**src/logic/div241_pkg.sv**
```systemverilog
package div241_pkg;

  // constant divisor.
  localparam int divisor    = 241;

  // operand and result widths.
  localparam int dividend_w = 60;
  localparam int quot_w     = 53;
  localparam int rem_w      = 8;

  // byte slicing of the dividend.
  localparam int slice_w    = 8;
  localparam int slice_n    = 8;
  localparam int word_w     = slice_n * slice_w;

  // eight residues of at most 240 each.
  localparam int res_sum_w  = 11;

  // partial quotient above, partial residue in the low bits.
  localparam int split_w    = quot_w + rem_w;

  // dividend seen whole or by byte slice.
  typedef union packed {
    logic [word_w-1:0]               flat;
    logic [slice_n-1:0][slice_w-1:0] bytes;
  } dividend_word_u;

  // byte at slice position k, scaled by 256^k and split by the divisor.
  function automatic logic [split_w-1:0] slice_split(input logic [slice_w-1:0] b,
                                                     input int k);
    logic [word_w-1:0] scaled;
    logic [word_w-1:0] q;
    logic [word_w-1:0] r;
    scaled = word_w'(b) << (slice_w * k);
    q = scaled / word_w'(divisor);
    r = scaled % word_w'(divisor);
    return {q[quot_w-1:0], r[rem_w-1:0]};
  endfunction

endpackage

```
**src/logic/div241_wr_if.sv**
```systemverilog
`timescale 1ns/1ns

interface div241_wr_if;

  logic                                                    put;
  logic [div241_pkg::slice_n-1:0][div241_pkg::quot_w-1:0] part_quot;
  logic [div241_pkg::slice_n-1:0][div241_pkg::rem_w-1:0]  part_res;
  // fifo has room for one in-flight set only.
  logic                                                    nearly_full;

  modport producer (output put, output part_quot, output part_res, input nearly_full);

  modport buffer (input put, input part_quot, input part_res, output nearly_full);

endinterface

```
**src/logic/div241_rd_if.sv**
```systemverilog
`timescale 1ns/1ns

interface div241_rd_if;

  logic                                                    take;
  // head entry, valid while empty is low.
  logic [div241_pkg::slice_n-1:0][div241_pkg::quot_w-1:0] part_quot;
  logic [div241_pkg::slice_n-1:0][div241_pkg::rem_w-1:0]  part_res;
  logic                                                    empty;

  modport buffer (input take, output part_quot, output part_res, output empty);

  modport consumer (output take, input part_quot, input part_res, input empty);

endinterface

```
**src/logic/div241_fifo.sv**
```systemverilog
`timescale 1ns/1ns

module div241_fifo #(
  parameter int FIFO_DEPTH = 4
) (
  input  logic        clk,
  input  logic        rst_n,
  div241_wr_if.buffer wr,
  div241_rd_if.buffer rd
);

  localparam int ptr_w = $clog2(FIFO_DEPTH);
  localparam int cnt_w = $clog2(FIFO_DEPTH + 1);

  logic [div241_pkg::slice_n-1:0][div241_pkg::quot_w-1:0] quot_mem [FIFO_DEPTH];
  logic [div241_pkg::slice_n-1:0][div241_pkg::rem_w-1:0]  res_mem  [FIFO_DEPTH];

  logic [ptr_w-1:0] wr_ptr;
  logic [ptr_w-1:0] rd_ptr;
  logic [cnt_w-1:0] count;

  logic full;
  logic push;
  logic pop;

  // wrap for depths that are not a power of two.
  function automatic logic [ptr_w-1:0] next_ptr(input logic [ptr_w-1:0] p);
    if (p == ptr_w'(FIFO_DEPTH - 1)) begin
      return '0;
    end
    return p + 1'b1;
  endfunction

  assign full = (count == cnt_w'(FIFO_DEPTH));
  assign push = wr.put && !full;
  assign pop  = rd.take && (count != '0);

  assign rd.empty       = (count == '0);
  assign wr.nearly_full = (count >= cnt_w'(FIFO_DEPTH - 1));

  assign rd.part_quot = quot_mem[rd_ptr];
  assign rd.part_res  = res_mem[rd_ptr];

  always_ff @(posedge clk) begin
    if (!rst_n) begin
      wr_ptr <= '0;
      rd_ptr <= '0;
      count  <= '0;
    end else begin
      if (push) begin
        wr_ptr <= next_ptr(wr_ptr);
      end
      if (pop) begin
        rd_ptr <= next_ptr(rd_ptr);
      end
      // put and take together leave the count alone.
      case ({push, pop})
        2'b10:   count <= count + 1'b1;
        2'b01:   count <= count - 1'b1;
        default: count <= count;
      endcase
    end
  end

  always_ff @(posedge clk) begin
    if (push) begin
      quot_mem[wr_ptr] <= wr.part_quot;
      res_mem[wr_ptr]  <= wr.part_res;
    end
  end

endmodule

```
**src/flat_wrapper.sv**
```systemverilog
// flat-port wrapper written by rule: the top's interface ports become plain ports
module div241_fifo_flat 
#(
  parameter int FIFO_DEPTH = 4
)
  (clk, rst_n, wr_put, wr_part_quot, wr_part_res, wr_nearly_full, rd_take, rd_part_quot, rd_part_res, rd_empty);
  div241_wr_if wr_i ();
  div241_rd_if rd_i ();
  input  logic clk;
  input  logic rst_n;
  input wire logic [$bits(wr_i.put)-1:0] wr_put;
  input wire logic [$bits(wr_i.part_quot)-1:0] wr_part_quot;
  input wire logic [$bits(wr_i.part_res)-1:0] wr_part_res;
  output wire logic [$bits(wr_i.nearly_full)-1:0] wr_nearly_full;
  input wire logic [$bits(rd_i.take)-1:0] rd_take;
  output wire logic [$bits(rd_i.part_quot)-1:0] rd_part_quot;
  output wire logic [$bits(rd_i.part_res)-1:0] rd_part_res;
  output wire logic [$bits(rd_i.empty)-1:0] rd_empty;
  assign wr_i.put = wr_put;
  assign wr_i.part_quot = wr_part_quot;
  assign wr_i.part_res = wr_part_res;
  assign wr_nearly_full = wr_i.nearly_full;
  assign rd_i.take = rd_take;
  assign rd_part_quot = rd_i.part_quot;
  assign rd_part_res = rd_i.part_res;
  assign rd_empty = rd_i.empty;
  div241_fifo #(.FIFO_DEPTH(FIFO_DEPTH)) u_core (.clk(clk), .rst_n(rst_n), .wr(wr_i), .rd(rd_i));
endmodule
```
**config.mk**
```make
export PLATFORM = sky130hd
export DESIGN_NAME = div241_fifo_flat
export DESIGN_NICKNAME = d
export VERILOG_FILES = /design/src/logic/div241_pkg.sv /design/src/logic/div241_wr_if.sv /design/src/logic/div241_rd_if.sv /design/src/logic/div241_fifo.sv /design/src/flat_wrapper.sv
export SDC_FILE = /design/constraint.sdc
export NUM_CORES = 1
export LEC_CHECK = 0
export ABC_AREA = 0
export BUFFER_PORTS_ARGS = -buffer_cell sky130_fd_sc_hd__buf_2
export CAP_MARGIN = 10
export CORE_UTILIZATION = 30
export CTS_CLUSTER_DIAMETER = 120
export CTS_CLUSTER_SIZE = 10
export DETAILED_ROUTE_END_ITERATION = 6
export PLACE_DENSITY_LB_ADDON = 0.12
export SETUP_SLACK_MARGIN = 0.2
export SYNTH_ARGS = -nofsm -noshare
export SYNTH_HDL_FRONTEND = slang
export SYNTH_SLANG_ARGS = --single-unit
```
**constraint.sdc**
```tcl
create_clock -name clk -period 13.9 [get_ports clk]
set_input_delay 2.085 -clock clk [delete_from_list [all_inputs] [get_ports clk]]
set_output_delay 2.085 -clock clk [all_outputs]
set_load 0.05 [all_outputs]
```
==> qor.yml <==
grt_pass1_vias: 33800
final_cells: 6954
antenna_violating_nets_post_route: 0
fin_skew_ps: 68.9
crit_end: "rd_part_res[36]"
hp-class: "register to register"
slew_headroom_pct: 17.1
place_congestion: 0.745
tightest_slew_ps: 1240
synth-edff-count: 1952
crit_path_start_kind: "register"
synth.distinct_cells: 27
area_growth_pct: 20.4
dp.cells: 6664
outcome: "completed"
gr-usage-met2_pct: 24.0
final_util_pct: 36.3
finalHoldViolations: 0
htreeDepth: 4
worstPathCellList: "buf_12 -> buf_4 -> buf_4 -> mux4_2 -> buf_2"
maxCapViolCount: 0
reg2regPathDepth: 5
grt-busiest-layer: "met2"
clk_latency_ps: 850
grt_max_degree: 136
synth_cells: 2604
grt_overflow: 0
first_pass_iters: 4
use_met1_pct: 17.2
ff2ff_setup_slack_ps: 9910
vdd_ir_drop_max_v: 0.000130
r2r-start: "u_core.count[0]"
cp_max_fo: 87
wl_per_cell_um: 26.1
synthAdderAreaFrac_pct: 0.134
critPathRequiredTime_ps: 11810
die_w_um: 488
synth-seq-cells: 1961
io_buffers: 981
swShare_pct: 35.1
cp.arrival_ps: 4800
synthArstFlopShare_pct: 0
post-route-period-util_pct: 49.6
yosys.area.top_type: "edfxtp_1"
die_h_um: 488
synth.most_common_cell: "edfxtp_1"
core_sq_um: 235000
netlist_area_sq_um: 70900
clock_path_buffers: 3
postCtsSetupBuffers: 0
timing.fmax_ghz: 0.145
synth_mux_area_share_pct: 15.5
dieArea_sq_um: 238000
drive_gt1_share_pct: 46.3
antenna_found_initial: 145
crit_top_cell: "buf_4"
syn_nets: 3103
synth_common_cells: "1952 x edfxtp_1, 488 x mux4_2, 51 x buf_2"
ys_seq_area_share_pct: 83.0
finalPower_mw: 17.5
num_rows: 178
clkPwrFrac_pct: 28.4
nNetsFinal: 4229
cp_slowest_cell: "buf_4"
via_per_inst: 4.62
vias: 32100
max_stage_delay_ps: 870
p_int_mw: 11.3
synth-xor-area-share_pct: 0.0247
power_switching_mw: 6.15
fin_setup_tns_ps: 0
setup_viol: 0
cts_sinks: 1961
grt_usage_pct: 15.0
rsz0062_at_grt: "false"
initial_core_util_pct: 30.2
power_density_nw_per_um2: 205
synth.top_cell.area_share_pct: 82.7
grt_pass1_wl_mm: 255
ioPinCount: 982
synth_compound_gate_area_share_pct: 0.0671
yosys-top-cells-area: "edfxtp_1 83%, mux4_2 16%, buf_6 0.57%"
slew_viol_final: 0
end_kind: "output port"
dpl-instance-area_sq_um: 79500
whs_ps: 501
ctsHoldBuffers: 0
clkSlewWorstSetupHoldPaths_ps: 60
final_area_sq_um: 85300
pwr-share-seq_pct: 41.5
fin_crit_ps: 6890
synth_warnings: 0
route.detailed.drc: 0
synth_top_family_by_area: "multiplexers"
r2r-end: "u_core.quot_mem[3][167]"
dp_hpwl_mm: 113
initialDrtViolationCount: 1855
synth-simple-area-share_pct: 0.155
cts_buffers: 214
worstSetupPathType: "register to output port"
cts_tree: "done"
dp_slack_ps: 7600
cts_root_buffer: "clkbuf_16"
wl_mm: 182
p_leak_nw: 27.6
post_cts_resize_count: 0
worst_slack_ps: 7010
ys.flop_type: "edfxtp_1"
grt_use_met3_pct: 7.89
avgSynthCellArea_sq_um: 27.2
share_comb_of_total_power_pct: 30.1
-- layout by cell type, fill, tap and decap left out, types with 3 or more instances in the layout --
cell       instances
edfxtp_1        1952
buf_2            981
mux4_2           488
clkbuf_16        216
diode_2           36
clkbuf_1          22
buf_4             22
buf_12            16
inv_1              7
dfxtp_1            7
nand2_1            6
ha_1               6
clkinv_16          6
o21ai_0            5
inv_6              5
and3_4             4
and2_1             3
-- sequential cells by signal (all words and copies together) (netlist names), named ones only --
register and count:
u_core.rd_ptr 2, u_core.count 3, u_core.res_mem 256, u_core.quot_mem 1696, u_core.wr_ptr 2
-- worst min path at each step --
stage | startpoint | to | slack (ps) | cells after the start
finish | u_core.wr_ptr[1] | u_core.wr_ptr[1] | 500 | 2
global route | u_core.wr_ptr[1] | u_core.wr_ptr[1] | 530 | 2
CTS | u_core.wr_ptr[1] | u_core.wr_ptr[1] | 510 | 2
detailed placement | u_core.wr_ptr[1] | u_core.wr_ptr[1] | 500 | 2
global placement | u_core.wr_ptr[1] | u_core.wr_ptr[1] | 490 | 2
floorplan | u_core.wr_ptr[1] | u_core.wr_ptr[1] | 470 | 2
-- per-layer routing --
metal / vias to the layer above / share of wire [%]
li1: 13600 / -
met1: 16900 / 38
met2: 1075 / 47
met3: 470 / 12
met4: 118 / 3.0
met5: - / 0.40
-- kinds of logic after synthesis --
| family | count (synthesis) |
|---|---|
| compound gates | 8 |
| xor+xnor | 2 |
| fa+ha+maj | 7 |
| buf+inv | 116 |
| flops | 1961 |
| mux | 489 |
| simple gates | 21 |
-- worst max-delay path, delay by kind of cell (launching register included) --
family	cells	cell delay, ps
DFF	1	630
muxes	1	610
buffers and inverters	4	2470
-- cell type report --
type                       instances  area (sq um)
clock inverter                    16           299
timing repair buffer            1019          5400
tap                             3150          3940
fill                           21600        150000
antenna                           36          90.1
clock buffer                     238          5490
multi-input combinational        527         11300
inverter                           7          26.3
sequential                      1961         58800
-- power by group through the flow --
stage	sequential (mW)	clock, mW	combinational [mW]
2_1_floorplan	7.47	0	3.99
3_3_place_gp	7.38	0	5.40
3_5_place_dp	7.38	0	5.39
4_1_cts	7.26	5.16	5.41
6_report	7.25	4.97	5.27
5_1_grt	7.30	5.35	5.55
No activity file was read; power rests on OpenSTA's default activity.
