**src/logic/div241_pkg.sv**
```systemverilog
package div241_pkg;

  // constant divisor.
  localparam int divisor    = 241;

  // operand and result widths.
  localparam int dividend_w = 60;
  localparam int quot_w     = 53;
  localparam int rem_w      = 8;

  // byte slicing of the dividend.
  localparam int slice_w    = 8;
  localparam int slice_n    = 8;
  localparam int word_w     = slice_n * slice_w;

  // eight residues of at most 240 each.
  localparam int res_sum_w  = 11;

  // partial quotient above, partial residue in the low bits.
  localparam int split_w    = quot_w + rem_w;

  // dividend seen whole or by byte slice.
  typedef union packed {
    logic [word_w-1:0]               flat;
    logic [slice_n-1:0][slice_w-1:0] bytes;
  } dividend_word_u;

  // byte at slice position k, scaled by 256^k and split by the divisor.
  function automatic logic [split_w-1:0] slice_split(input logic [slice_w-1:0] b,
                                                     input int k);
    logic [word_w-1:0] scaled;
    logic [word_w-1:0] q;
    logic [word_w-1:0] r;
    scaled = word_w'(b) << (slice_w * k);
    q = scaled / word_w'(divisor);
    r = scaled % word_w'(divisor);
    return {q[quot_w-1:0], r[rem_w-1:0]};
  endfunction

endpackage

```
**src/logic/div241_rd_if.sv**
```systemverilog
`timescale 1ns/1ns

interface div241_rd_if;

  logic                                                    take;
  // head entry, valid while empty is low.
  logic [div241_pkg::slice_n-1:0][div241_pkg::quot_w-1:0] part_quot;
  logic [div241_pkg::slice_n-1:0][div241_pkg::rem_w-1:0]  part_res;
  logic                                                    empty;

  modport buffer (input take, output part_quot, output part_res, output empty);

  modport consumer (output take, input part_quot, input part_res, input empty);

endinterface

```
**src/logic/div241_accumulator.sv**
```systemverilog
`timescale 1ns/1ns

module div241_accumulator (
  input  logic                          clk,
  input  logic                          rst_n,
  div241_rd_if.consumer                 rd,
  output logic [div241_pkg::quot_w-1:0] quotient,
  output logic [div241_pkg::rem_w-1:0]  remainder,
  output logic                          out_valid
);

  localparam int idx_w = $clog2(div241_pkg::slice_n);

  localparam logic [1:0] st_idle = 2'd0;
  localparam logic [1:0] st_sum  = 2'd1;
  localparam logic [1:0] st_fix  = 2'd2;

  logic [1:0]       state;
  logic [idx_w-1:0] slice_cnt;
  logic             fold;

  logic [div241_pkg::slice_n-1:0][div241_pkg::quot_w-1:0] ent_quot;
  logic [div241_pkg::slice_n-1:0][div241_pkg::rem_w-1:0]  ent_res;

  logic [div241_pkg::quot_w-1:0]    acc_q;
  logic [div241_pkg::res_sum_w-1:0] acc_r;

  logic [idx_w-1:0] corr;
  logic [idx_w-1:0] corr_next;

  assign rd.take = (state == st_idle) && !rd.empty;

  // how many multiples of the divisor fit in the residue sum.
  always_comb begin
    corr_next = '0;
    for (int m = 1; m < div241_pkg::slice_n; m++) begin
      if (acc_r >= div241_pkg::res_sum_w'(m * div241_pkg::divisor)) begin
        corr_next = idx_w'(m);
      end
    end
  end

  always_ff @(posedge clk) begin
    if (!rst_n) begin
      state     <= st_idle;
      slice_cnt <= '0;
      fold      <= 1'b0;
      out_valid <= 1'b0;
    end else begin
      fold      <= 1'b0;
      out_valid <= fold;
      case (state)
        st_idle: begin
          if (rd.take) begin
            state     <= st_sum;
            slice_cnt <= '0;
          end
        end
        st_sum: begin
          slice_cnt <= slice_cnt + 1'b1;
          if (slice_cnt == idx_w'(div241_pkg::slice_n - 1)) begin
            state <= st_fix;
          end
        end
        st_fix: begin
          fold  <= 1'b1;
          state <= st_idle;
        end
        default: state <= st_idle;
      endcase
    end
  end

  // next pop may land on the fold edge, old sums are read there.
  always_ff @(posedge clk) begin
    if (rd.take) begin
      ent_quot <= rd.part_quot;
      ent_res  <= rd.part_res;
      acc_q    <= '0;
      acc_r    <= '0;
    end else if (state == st_sum) begin
      acc_q <= acc_q + ent_quot[slice_cnt];
      acc_r <= acc_r + div241_pkg::res_sum_w'(ent_res[slice_cnt]);
    end
    if (state == st_fix) begin
      corr <= corr_next;
    end
    if (fold) begin
      quotient  <= acc_q + div241_pkg::quot_w'(corr);
      remainder <= div241_pkg::rem_w'(acc_r - div241_pkg::res_sum_w'(corr) *
                                      div241_pkg::res_sum_w'(div241_pkg::divisor));
    end
  end

endmodule

```
**src/flat_wrapper.sv**
```systemverilog
// flat-port wrapper written by rule: the top's interface ports become plain ports
module div241_accumulator_flat 
  (clk, rst_n, quotient, remainder, out_valid, rd_take, rd_part_quot, rd_part_res, rd_empty);
  div241_rd_if rd_i ();
  input  logic clk;
  input  logic rst_n;
  output logic [div241_pkg::quot_w-1:0] quotient;
  output logic [div241_pkg::rem_w-1:0] remainder;
  output logic out_valid;
  output wire logic [$bits(rd_i.take)-1:0] rd_take;
  input wire logic [$bits(rd_i.part_quot)-1:0] rd_part_quot;
  input wire logic [$bits(rd_i.part_res)-1:0] rd_part_res;
  input wire logic [$bits(rd_i.empty)-1:0] rd_empty;
  assign rd_take = rd_i.take;
  assign rd_i.part_quot = rd_part_quot;
  assign rd_i.part_res = rd_part_res;
  assign rd_i.empty = rd_empty;
  div241_accumulator u_core (.clk(clk), .rst_n(rst_n), .rd(rd_i), .quotient(quotient), .remainder(remainder), .out_valid(out_valid));
endmodule
```
**config.mk**
```make
export PLATFORM = sky130hd
export DESIGN_NAME = div241_accumulator_flat
export DESIGN_NICKNAME = d
export VERILOG_FILES = /design/src/logic/div241_pkg.sv /design/src/logic/div241_rd_if.sv /design/src/logic/div241_accumulator.sv /design/src/flat_wrapper.sv
export SDC_FILE = /design/constraint.sdc
export NUM_CORES = 1
export LEC_CHECK = 0
export BUFFER_PORTS_ARGS = -buffer_cell sky130_fd_sc_hd__buf_4
export CAP_MARGIN = 20
export CORE_MARGIN = 2
export CORE_UTILIZATION = 61
export CTS_BUF_LIST = sky130_fd_sc_hd__clkbuf_4
export DETAILED_ROUTE_END_ITERATION = 10
export GPL_TIMING_DRIVEN = 0
export PLACE_DENSITY = 0.87
export SLEW_MARGIN = 10
export SYNTH_ARGS = -nofsm -noshare
export SYNTH_HDL_FRONTEND = slang
export SYNTH_SLANG_ARGS = --single-unit
```
**constraint.sdc**
```tcl
create_clock -name clk -period 60.9 [get_ports clk]
set_input_delay 0 -clock clk [delete_from_list [all_inputs] [get_ports clk]]
set_output_delay 0 -clock clk [all_outputs]
set_load 0.03 [all_outputs]
```
==> flow_summary.toml, run 1 <==
[place]
place_inst = 2894
portBuffers = 553
hpwl_mm = 54.6
place_ws_ns = 54.13
dpl_cell_area_um2 = 32400
place_congestion = 0.951

[logic_synthesis]
synth_area_um2 = 27200
syn_inst = 1706
synth-edff-count = 552
netlist.area_leader.share = 0.610
yosys_warnings = 0
ys_async_sr_fraction = 0
yosysUniqueCellTypes = 75
yosys-top-cells-area = "edfxtp_1, mux4_2, dfxtp_1"
synth_area_per_cell_um2 = 15.9
synth_flop_cell = "edfxtp_1"
syn-num-nets = 2277
yosysTopAreaCell = "edfxtp_1"
synth-seq-cells = 623
seq_area_frac_synth = 0.662

[clock_network]
htree_levels = 4
post_cts.repair.setup_buffers = 0
clock-sinks = 623
clockBufferDepth = 3
cts-root-buf = "clkbuf_4"
cts.repair.resized = 0
ctsHoldBuffers = 634
cts_buffers = 154

[status]
error_line = "[ERROR RSZ-0060] Max buffer count reached."
haltStage = "4_1_cts"
status = "aborted with a tool error"

[floorplan]
die_h_um = 215
start_util = 0.616
ios = 554
rows = 77
die_w_um = 215
## cells by family after synthesis
group	after synthesis	synth area share
compound gates	279	0.0661
xor+xnor	111	0.0358
fa+ha+maj	80	0.0385
buf+inv	119	0.0172
flops	623	0.662
mux	183	0.126
simple gates	311	0.0539
## synthesized netlist by cell type (3+ instances only)
cell,number
mux2_2,60
xnor2_1,70
o31ai_1,5
a211oi_1,4
o21ai_0,85
a221oi_1,3
nand4_1,19
ha_1,74
a21oi_1,65
nor3_1,10
nand2_1,123
or3_1,4
a211o_1,4
a221o_1,4
nor4_1,4
o21bai_1,15
a21boi_0,4
o211ai_1,5
buf_2,8
nand3_1,34
and3_1,19
xor2_1,41
and4_1,4
buf_1,11
clkbuf_1,50
nand2b_1,5
a31oi_1,13
edfxtp_1,552
and2_1,7
o21a_1,5
nor2_1,58
o2111ai_1,3
nor2b_1,11
mux4_2,122
inv_1,48
a21o_1,27
a22o_1,7
o2111a_1,3
or4_1,3
dfxtp_1,71
fa_1,6
## per-stage QoR
step,utilization,hold WS [ns]
floorplan,-,0.0989
detailed placement,0.735,0.179
global placement,0.727,0.178
==> inputs of run 2 (changes only) <==
Settings changed: CORE_UTILIZATION 61 to 40, CTS_BUF_LIST sky130_fd_sc_hd__clkbuf_4 to unset, PLACE_DENSITY 0.87 to unset, PLACE_DENSITY_LB_ADDON set to 0.15.
==> flow_summary.toml, run 2 <==
[clock_network]
cts_buffers = 70
cts.repair.resized = 0
post_cts.repair.setup_buffers = 0
clk_pin_slew_worst_paths_ns = 0.06
clock-sinks = 623
cts_tree = "done"
ctsHoldBuffers = 490
clockBufferDepth = 3
htree_levels = 3
cts-root-buf = "clkbuf_16"
clk-insertion-delay-late_ns = 0.60

[timing]
clock_skew_ns = 0.0253
setup_tns_ns = 0
finalHoldViolCount = 0
finalCritPeriodShare = 0.109
fmax_mhz = 150
layout_setup_ws_ns = 54.23
whs_ns = 0.110
maxSlewViolCount = 0
setup_violations = 0
tightestPinTransition_ns = 1.19
relSlewSlack = 0.204
rsz0062_at_grt = "false"
min_period_ns = 6.67

[critical_path]
crit_required_ns = 61.36
critPathCaptureType = "flop"
rrSetupSlack_ns = 54.23
crit-reg2reg-launch = "u_core.slice_cnt[0]"
crit_type = "flop to flop"
worst-path-max-fanout = 10
rr_worst_depth = 16
r2r_end = "u_core.acc_q[46]"
crit_arrival_ns = 7.12
startpoint_type = "flop"

[routing]
first_pass_iters = 5
drtIter0Drc = 1338
routedWlPerCell_um = 21.1
wl_mm = 80.4
vias_per_cell = 5.07
ant_nets = 0
vias = 19300
drc = 0

[logic_synthesis]
yosysMostFrequentCell = "edfxtp_1"
ys_top_cells_by_count = "edfxtp_1, nand2_1, mux4_2"
ys_async_sr_fraction = 0
yosys-top-cells-area = "edfxtp_1, mux4_2, dfxtp_1"
synth-seq-cells = 623
yosys_warnings = 0
syn_inst = 1706
yosysTopAreaCell = "edfxtp_1"
syn-num-nets = 2277
yosysUniqueCellTypes = 75
synth_area_um2 = 27200
seq_area_frac_synth = 0.662
netlist.area_leader.share = 0.610
synth_flop_cell = "edfxtp_1"
synth_area_per_cell_um2 = 15.9
synth-edff-count = 552

[final_layout]
fillCellCount = 5132
fin_util = 0.596
area_growth_pct = 47.5
layout_common_cells = "buf_4, edfxtp_1, dlygate4sd3_1"
largest_reg_flops = 424
layout_commonest_cell = "buf_4"
reg_top3 = "u_core.ent_quot (424), u_core.ent_res (64)"
drive_gt1_frac = 0.311
largest_register = "u_core.ent_quot"
fin_nets = 3444

[pwr]
cellLeakagePower_uw = 0.0153
max-vdd-ir-drop_uv = 19.2
power_uw = 1270
p_per_area_nw_per_um2 = 31.6

[min_path]
worstHoldStart = "rd_part_quot[23]"
hold_depth = 2
hold_path.class = "input pin to flop"
hold_end = "u_core.ent_quot[23]"

[floorplan]
ios = 554
dieArea_um2 = 70100
rows = 95
die_w_um = 265
die_h_um = 265
coreArea_um2 = 67300
start_util = 0.404

[place]
place_ws_ns = 54.24
place_congestion = 0.895
hpwl_mm = 56.6
portBuffers = 553

[global_routing]
first_global_vias = 20700
grt_start_max_net_pins = 41
gr-total-overflow = 0
grt_usage = 0.227
grt_pass1_wl_mm = 120
antenna_found_initial = 3

[status]
status = "completed"

[job]
max_cap_violations = 0
[run 2: cell counts after synthesis]
No cell type changed its count.
[run 2: logic make-up after synthesis]
kind of cell / count (synthesis) / share of synthesized area
adders and majority gates: 80 / 0.0385
DFF: 623 / 0.662
muxes: 183 / 0.126
xor gates and xnor gates: 111 / 0.0358
AOI/OAI and AO/OA: 279 / 0.0661
and+or+nand+nor: 311 / 0.0539
buffers and inverters: 119 / 0.0172
[run 2: per-stage QoR]
step	cell area (µm²)	cells
6_report	40100	3804
5_1_grt	40100	3802
4_1_cts	40000	3797
3_5_place_dp	32900	3181
3_3_place_gp	32400	3132
2_1_floorplan	27200	1706
[run 2: final cells by class]
cell class	count	area, µm²	share of cell area
clock inverter	28	267	0.00665
buffer	71	289	0.00721
sequential	623	18000	0.449
timing repair buffer	1095	9570	0.239
antenna	4	10.0	0.000250
tap	873	1090	0.0273
clock buffer	98	1950	0.0487
inverter	48	180	0.00450
multi-input combinational	964	8720	0.218
[run 2: worst max path at each step]
stage | start | to | slack [ns] | cells after the start
4_1_cts | u_core.slice_cnt[0] | u_core.acc_q[52] | 54.22 | 16
3_3_place_gp | u_core.state[0] | rd_take | 12.29 | 2
5_1_grt | u_core.slice_cnt[0] | u_core.acc_q[52] | 53.81 | 16
6_report | u_core.slice_cnt[0] | u_core.acc_q[46] | 54.23 | 16
3_5_place_dp | u_core.slice_cnt[0] | u_core.acc_q[52] | 54.24 | 16
2_1_floorplan | u_core.state[0] | u_core.state[0] | 24.56 | 2
[run 2: routing by layer]
| layer | GRT usage | routed length (µm) |
|---|---|---|
| met3 | 0.0400 | 4270 |
| met1 | 0.276 | 32300 |
| met4 | 0.0895 | 2850 |
| met5 | 0 | 0 |
| met2 | 0.400 | 40900 |
[run 2: critical path: stages, from the launching register on]
cell	delay [ns]
dfxtp_1	0.33
clkbuf_1	0.78
clkbuf_2	0.65
buf_1	0.80
mux4_2	0.68
mux2_2	0.30
ha_1	0.22
fa_1	0.41
a21oi_1	0.23
o22ai_1	0.22
o21ai_0	0.55
o22ai_1	0.26
o211ai_1	0.32
o211ai_1	0.26
a31oi_1	0.27
xnor2_1	0.14
o21ai_0	0.09
[run 2: power by group]
part / switching (µW) / total, µW / internal, µW
sequential: 33.4 / 547 / 514
combinational: 157 / 309 / 152
clock: 171 / 412 / 241
total: 361 / 1270 / 907
Note: power is estimated with default switching activity, not from simulation.
